<file path="src/spi_card_cfg.svh">
`ifndef SPI_CARD_CFG_SVH
`define SPI_CARD_CFG_SVH

// half sck period in int_clk cycles
`define SPI_DIV_FAST 2

// slow clock for card start-up
`define SPI_DIV_SLOW 8

// register map
`define SPI_ADDR_DATA 0

`define SPI_ADDR_CTRL 1

`endif

</file>
<file path="src/spi_card_pkg.sv">
package spi_card_pkg;

  // one byte on the processor bus and on the wire
  typedef logic [7:0] byte_t;

  // counts sck falls, 0 to 8
  typedef logic [3:0] bit_cnt_t;

  // half period divider count
  typedef logic [7:0] div_cnt_t;

  // processor bus request, strobes active low
  typedef struct packed {
    logic  n_sel;
    logic  n_we;
    logic  n_oe;
    logic  addr;   // 0 data, 1 control/status
    byte_t wdata;
  } bus_req_t;

  // register block to shifter
  typedef struct packed {
    logic  start;    // single cycle
    byte_t tx_data;
  } xfer_ctl_t;

  // clock generator to shifter
  typedef struct packed {
    logic rise;
    logic fall;
  } sck_evt_t;

endpackage

</file>
<file path="src/spi_bus_regs.sv">
`timescale 1ns/1ps
`include "spi_card_cfg.svh"

module spi_bus_regs (
  input  logic                    int_clk,
  input  logic                    arst_n,
  input  spi_card_pkg::bus_req_t  bus_req,
  input  logic                    busy,
  input  spi_card_pkg::byte_t     rx_data,
  output spi_card_pkg::xfer_ctl_t xfer_ctl,
  output logic                    slow,
  output logic                    card_cs_n,
  output spi_card_pkg::byte_t     rdata,
  output logic                    d_oe,
  output logic                    n_rdy
);

  import spi_card_pkg::*;

  logic  wr_en;
  logic  rd_en;
  logic  hit_data;
  logic  hit_ctrl;
  logic  cs_on;
  logic  launch;
  logic  start_q;
  byte_t tx_q;
  byte_t status;

  // strobe decode
  assign wr_en = ~bus_req.n_sel & ~bus_req.n_we;
  assign rd_en = ~bus_req.n_sel & ~bus_req.n_oe;

  assign hit_data = (bus_req.addr == 1'(`SPI_ADDR_DATA));
  assign hit_ctrl = (bus_req.addr == 1'(`SPI_ADDR_CTRL));

  // control register, card deselected and slow clock out of reset
  always_ff @(posedge int_clk or negedge arst_n) begin
    if (!arst_n) begin
      cs_on <= 1'b0;
      slow  <= 1'b1;
    end else if (wr_en && hit_ctrl) begin
      cs_on <= bus_req.wdata[0];
      slow  <= bus_req.wdata[1];
    end
  end

  assign card_cs_n = ~cs_on;

  // data writes during a transfer are dropped
  // start_q also blocks a second launch while the strobe is held
  assign launch = wr_en & hit_data & ~busy & ~start_q;

  always_ff @(posedge int_clk or negedge arst_n) begin
    if (!arst_n) begin
      start_q <= 1'b0;
    end else begin
      start_q <= launch;
    end
  end

  always_ff @(posedge int_clk) begin
    if (launch) begin
      tx_q <= bus_req.wdata;  // byte travels with the start pulse
    end
  end

  assign xfer_ctl.start   = start_q;
  assign xfer_ctl.tx_data = tx_q;

  // status layout: busy in bit 7, slow in bit 1, cs_on in bit 0
  assign status = {busy, 5'b0_0000, slow, cs_on};

  // read path
  always_comb begin
    rdata = '0;
    if (rd_en) begin
      if (hit_data) begin
        rdata = rx_data;
      end else begin
        rdata = status;
      end
    end
  end

  assign d_oe = rd_en;

  // wait request only while the bus is on us
  assign n_rdy = busy & ~bus_req.n_sel;

endmodule

</file>
<file path="src/spi_card_top.sv">
`timescale 1ns/1ps

module spi_card_top (
  input  logic                   int_clk,
  input  logic                   arst_n,
  input  spi_card_pkg::bus_req_t bus_req,
  input  logic                   miso,
  output logic                   sck,
  output logic                   mosi,
  output logic                   card_cs_n,
  output spi_card_pkg::byte_t    rdata,
  output logic                   d_oe,
  output logic                   n_rdy
);

  import spi_card_pkg::*;

  xfer_ctl_t xfer_ctl;
  sck_evt_t  sck_evt;
  byte_t     rx_data;
  logic      busy;
  logic      slow;

  // processor side
  spi_bus_regs regs_i (
    .int_clk   (int_clk),
    .arst_n    (arst_n),
    .bus_req   (bus_req),
    .busy      (busy),
    .rx_data   (rx_data),
    .xfer_ctl  (xfer_ctl),
    .slow      (slow),
    .card_cs_n (card_cs_n),
    .rdata     (rdata),
    .d_oe      (d_oe),
    .n_rdy     (n_rdy)
  );

  // sck timing
  spi_clk_gen clk_gen_i (
    .int_clk (int_clk),
    .arst_n  (arst_n),
    .busy    (busy),
    .slow    (slow),
    .sck_evt (sck_evt),
    .sck     (sck)
  );

  // card side data path
  spi_shifter shifter_i (
    .int_clk  (int_clk),
    .arst_n   (arst_n),
    .xfer_ctl (xfer_ctl),
    .sck_evt  (sck_evt),
    .miso     (miso),
    .mosi     (mosi),
    .busy     (busy),
    .rx_data  (rx_data)
  );

endmodule

</file>
<file path="src/spi_clk_gen.sv">
`timescale 1ns/1ps
`include "spi_card_cfg.svh"

module spi_clk_gen (
  input  logic                   int_clk,
  input  logic                   arst_n,
  input  logic                   busy,
  input  logic                   slow,
  output spi_card_pkg::sck_evt_t sck_evt,
  output logic                   sck
);

  import spi_card_pkg::*;

  logic     busy_q;
  logic     load;      // first busy cycle
  logic     slow_q;
  logic     use_slow;
  logic     phase;     // low when the next pulse is a rise
  logic     tick;
  div_cnt_t div_cnt;
  div_cnt_t div_lim;

  assign load     = busy & ~busy_q;
  assign use_slow = load ? slow : slow_q;  // held for the whole transfer
  assign div_lim  = use_slow ? div_cnt_t'(`SPI_DIV_SLOW) : div_cnt_t'(`SPI_DIV_FAST);
  assign tick     = busy & (div_cnt == div_lim - 1'b1);

  always_ff @(posedge int_clk or negedge arst_n) begin
    if (!arst_n) begin
      busy_q <= 1'b0;
      slow_q <= 1'b1;
    end else begin
      busy_q <= busy;
      if (load) slow_q <= slow;
    end
  end

  // half period counter, idle keeps it parked at zero
  always_ff @(posedge int_clk or negedge arst_n) begin
    if (!arst_n) begin
      div_cnt <= '0;
      phase   <= 1'b0;
      sck     <= 1'b0;
    end else if (!busy) begin
      div_cnt <= '0;
      phase   <= 1'b0;
      sck     <= 1'b0;
    end else if (tick) begin
      div_cnt <= '0;
      phase   <= ~phase;
      sck     <= ~phase;  // high after a rise, low after a fall
    end else begin
      div_cnt <= div_cnt + 1'b1;
    end
  end

  assign sck_evt.rise = tick & ~phase;
  assign sck_evt.fall = tick & phase;

endmodule

</file>
<file path="src/spi_shifter.sv">
`timescale 1ns/1ps

module spi_shifter (
  input  logic                    int_clk,
  input  logic                    arst_n,
  input  spi_card_pkg::xfer_ctl_t xfer_ctl,
  input  spi_card_pkg::sck_evt_t  sck_evt,
  input  logic                    miso,
  output logic                    mosi,
  output logic                    busy,
  output spi_card_pkg::byte_t     rx_data
);

  import spi_card_pkg::*;

  byte_t    tx_sr;
  byte_t    rx_sr;
  bit_cnt_t bit_cnt;
  logic     load;
  logic     shift;
  logic     sample;
  logic     done;

  assign load   = xfer_ctl.start & ~busy;
  assign shift  = busy & sck_evt.fall;
  assign sample = busy & sck_evt.rise;

  // eighth fall, count goes to 8 on this edge
  assign done = shift & (bit_cnt == bit_cnt_t'(7));

  // msb first, next bit appears after each fall
  assign mosi = tx_sr[7];

  always_ff @(posedge int_clk or negedge arst_n) begin
    if (!arst_n) begin
      busy <= 1'b0;
    end else if (load) begin
      busy <= 1'b1;
    end else if (done) begin
      busy <= 1'b0;
    end
  end

  always_ff @(posedge int_clk or negedge arst_n) begin
    if (!arst_n) begin
      bit_cnt <= '0;
    end else if (load) begin
      bit_cnt <= '0;
    end else if (shift) begin
      bit_cnt <= bit_cnt + 1'b1;
    end
  end

  // tx register, zero fill leaves mosi low once the byte is out
  always_ff @(posedge int_clk or negedge arst_n) begin
    if (!arst_n) begin
      tx_sr <= '0;
    end else if (load) begin
      tx_sr <= xfer_ctl.tx_data;
    end else if (shift) begin
      tx_sr <= {tx_sr[6:0], 1'b0};
    end
  end

  // miso sampled on sck rising
  always_ff @(posedge int_clk) begin
    if (sample) begin
      rx_sr <= {rx_sr[6:0], miso};
    end
  end

  always_ff @(posedge int_clk or negedge arst_n) begin
    if (!arst_n) begin
      rx_data <= '0;
    end else if (done) begin
      rx_data <= rx_sr;  // same cycle busy drops
    end
  end

endmodule

</file>
<file path="config.mk">
export PLATFORM = sky130hd
export DESIGN_NAME = spi_card_top
export DESIGN_NICKNAME = d
export VERILOG_FILES = /design/src/spi_card_pkg.sv /design/src/spi_bus_regs.sv /design/src/spi_card_top.sv /design/src/spi_clk_gen.sv /design/src/spi_shifter.sv
export VERILOG_INCLUDE_DIRS = /design/src
export SDC_FILE = /design/constraint.sdc
export NUM_CORES = 1
export LEC_CHECK = 0
export BUFFER_PORTS_ARGS = -buffer_cell sky130_fd_sc_hd__buf_4
export CORE_MARGIN = 8
export CORE_UTILIZATION = 60
export CTS_CLUSTER_SIZE = 24
export DETAILED_ROUTE_END_ITERATION = 8
export PLACE_DENSITY = 0.86
export SLEW_MARGIN = 20
export SYNTH_ARGS = -nofsm -noshare
export SYNTH_HDL_FRONTEND = slang
export SYNTH_SLANG_ARGS = --single-unit
</file>
<file path="constraint.sdc">
create_clock -name int_clk -period 4.4 [get_ports int_clk]
set_input_delay 0.88 -clock int_clk [delete_from_list [all_inputs] [get_ports int_clk]]
set_output_delay 0.88 -clock int_clk [all_outputs]
set_load 0.005 [all_outputs]
</file>
==> results.md <==
* Highest Clock Rate at around 380 MHz
* WHS at 433.0 ps
* Synthesized net count at 183
* Worst-Skew Late Latency at between 300 and 400 ps
* Die ar. at approximately 0.0058 mm²
* Num CTS Buffers at 5
* R2r setup slk at between 1500 and 2000 ps
* First-pass GRT wire length at slightly below 7000 µm
* Synthesis Warnings at 0
* Drt pass-1 iters at 4
* HPWL after DPL at just under 3000 µm
* Worst VDD drop at approximately 0.31 mV
* Gpl congestion at 0.8415
* Post-cts hold buffer count at 0
* Cell count after synthesis at 166
* Mapped Area at 0.002155 mm²
* Yosys cell types at 37
* Largest cells by area after synthesis: dfrtp_1 (38%), edfxtp_1 (22%), mux2_2 (6.3%), and2_1 (3.2%), nor2_1 (2.6%)
* Crit path capture type: primary output
* Worst path slowest cell: nor3_1
* Final Cell Area at approximately 0.0025 mm²
* Cell leakage power at approximately 1.1 nW
* Effective utilization at floorplan at 0.6357
* Placed instance area at 0.002389 mm²
* Slowest stage delay, CP at approximately 430 ps
* Synth async-reset ratio at 0.6863
* Final nets at about 210
* Main synth FF type: dfrtp_1
* Die height at approximately 76 µm
* Setup TNS at 0 ps
* Crit path max fanout at 5
* Period minus WS final at approximately 2600 ps
* Clk buf depth at 2
* Post-CTS setup repair buffer count at 0
* CTS clk-pin slew, worst paths at about 150 ps
* Worst path most repeated cell: buf_4
* CP startpoint kind: input port
* Overall Global Routing Usage at 0.1452
* Flop and latch count out of synthesis at 51
* # DRC at 0
* Io pins at 28
* Slew Limit Fails at 0
* Final hold vios at 0
* Worst min-delay path class: input port to async pin
* Number of global-route vias before repair at 1489
* Syn_area_per_cell at around 13 µm²
* DRT Wirelength at about 4000 µm
* Number of nets with antenna violations after routing at 0
* # resized after CTS at 0
* H-tree Lvls at 2
* Final setup fails at 0
* I/O Buffers at 27
* WP data arrival at 1750 ps
* Most common cell after layout, fill and taps aside: dfrtp_1
* # clock sinks at a little over 50
* Largest net degree at the start of global routing at 36
* PD cells at about 490 mW/mm²
* Post-synth top area share at 0.3833
* Clk_skew at roughly 12 ps
* Detailed Route Iter0 Violations at roughly 110
* Sequential area share after synthesis at 0.6307
* Vias at approximately 1300
* CP cell instances: buf_4 -> nor3_1 -> and2_1 -> buf_4
* Top cell type by total area after synthesis: dfrtp_1
* Wirelength per Cell at ~17 µm
* Buf+Inv Stages, Crit Path at 2
* Commonest non-fill, non-tap cells in the layout: dfrtp_1 (33), buf_4 (27), edfxtp_1 (16), nor2_1 (15), mux2_2 (12)
* EDFF count, synth at 16
* GRT overflow at 0
* CTS root buf: clkbuf_4
* Largest delay share family, worst path: simple AND/OR/NAND/NOR gates
* Worst flop-to-flop path endpoint: shifter_i.tx_sr[3]
* Max-slew headroom at 0.5150
* Period utilization at 0.5984
* Antenna cells at 0
* Status: finished, final reports clean
* Slew @ Worst Pin at ~710 ps
* Required time worst endpoint at approximately 3500 ps
* Layout Cells excl Fill at roughly 240
* Placed Instances at roughly 230
* Critical path class: input port to primary output
* Layout cell share with drive strength beyond 1 at 0.2857
* RSZ-0062 raised after global routing: false
* R2R depth at 5
* TritonCTS clock tree: built
* Overall Power at between 1 and 1.5 mW
* Max-cap violations at 0
* Synth-to-layout area growth at 14.87%
* Initial antenna violation count at 0
* Core Region at ~0.0034 mm²
* Rows at 21
* Die Wd at between 70 and 80 µm
* RR Startpoint: shifter_i.busy
* Vias per cell at approximately 5.6
-- cell families after synthesis --
kind of cell	count (synthesis)	synth area share
AO/OA/AOI/OAI	16	0.05053
AND/OR/NAND/NOR	66	0.1696
buffers and inverters	7	0.01568
adder cells (fa/ha/maj)	2	0.01161
multiplexers	17	0.09349
flip-flops	51	0.6307
XOR/XNOR	7	0.02846
-- registers in the layout (all words and copies together), names as in the netlist --
name,flops
regs_i.tx_q,8
regs_i.slow,1
clk_gen_i.sck,1
shifter_i.busy,1
regs_i.start_q,1
clk_gen_i.slow_q,1
regs_i.cs_on,1
shifter_i.rx_data,8
shifter_i.rx_sr,8
shifter_i.tx_sr,8
shifter_i.bit_cnt,4
clk_gen_i.busy_q,1
clk_gen_i.div_cnt,8
-- synth_stat cells, types with 3 or more instances --
library cell and count:
nand3_1 8, nor2b_1 4, mux2_2 12, xnor2_1 3
a221o_1 4, o21ai_0 5, mux2i_1 3, edfxtp_1 16
nor3_1 4, a31oi_1 3, xor2_1 4, clkbuf_1 3
and3_1 3, nor2_1 15, nand2_1 9, dfrtp_1 33
and2_1 11
-- metal layers --
metal	GRT usage	share of wire	routed length [µm]	vias up
li1	-	-	-	642
met1	0.1684	0.45	1787	662
met2	0.2348	0.48	1934	39
met3	0.04717	0.052	208	5
met4	0.07255	0.017	68	0
met5	0	0	0	-
-- worst register-to-register path, stage by stage, from the launching register on --
cell and delay [ps]:
dfrtp_1 540, nand2b_1 220, mux2i_4 300, mux2i_2 660, nor2_1 290, a221o_1 420
-- where the power goes --
group	switching, mW	internal [mW]	leakage [nW]
combinational	0.141	0.131	0.453
sequential	0.0789	0.596	0.600
clock	0.146	0.120	0.0452
total	0.366	0.846	1.10
-- per-stage QoR --
step	setup slack, ps	utilization
2_1_floorplan	2063	-
3_3_place_gp	1824	0.7047
3_5_place_dp	1769	0.7047
4_1_cts	1754	0.7287
5_1_grt	1669	0.7302
6_report	1767	0.7302
-- worst max path at each step --
stage,from,depth (start not counted),endpoint
4_1_cts,shifter_i.busy,4,shifter_i.rx_sr[0]
6_report,bus_req[9],4,rdata[6]
3_5_place_dp,bus_req[9],4,rdata[6]
2_1_floorplan,bus_req[8],3,rdata[2]
3_3_place_gp,bus_req[9],4,rdata[2]
5_1_grt,bus_req[9],4,rdata[6]
-- cell type report --
cell class | count | area (µm²)
clock buffers | 5 | 37.54
well taps | 46 | 57.56
flip-flops and latches | 51 | 1359
clock inverters | 3 | 43.79
fillers | 214 | 914.6
repair buffers | 27 | 202.7
inverters | 2 | 7.507
multi-input cells | 108 | 767.0
Power figures use the tool's default switching activity.
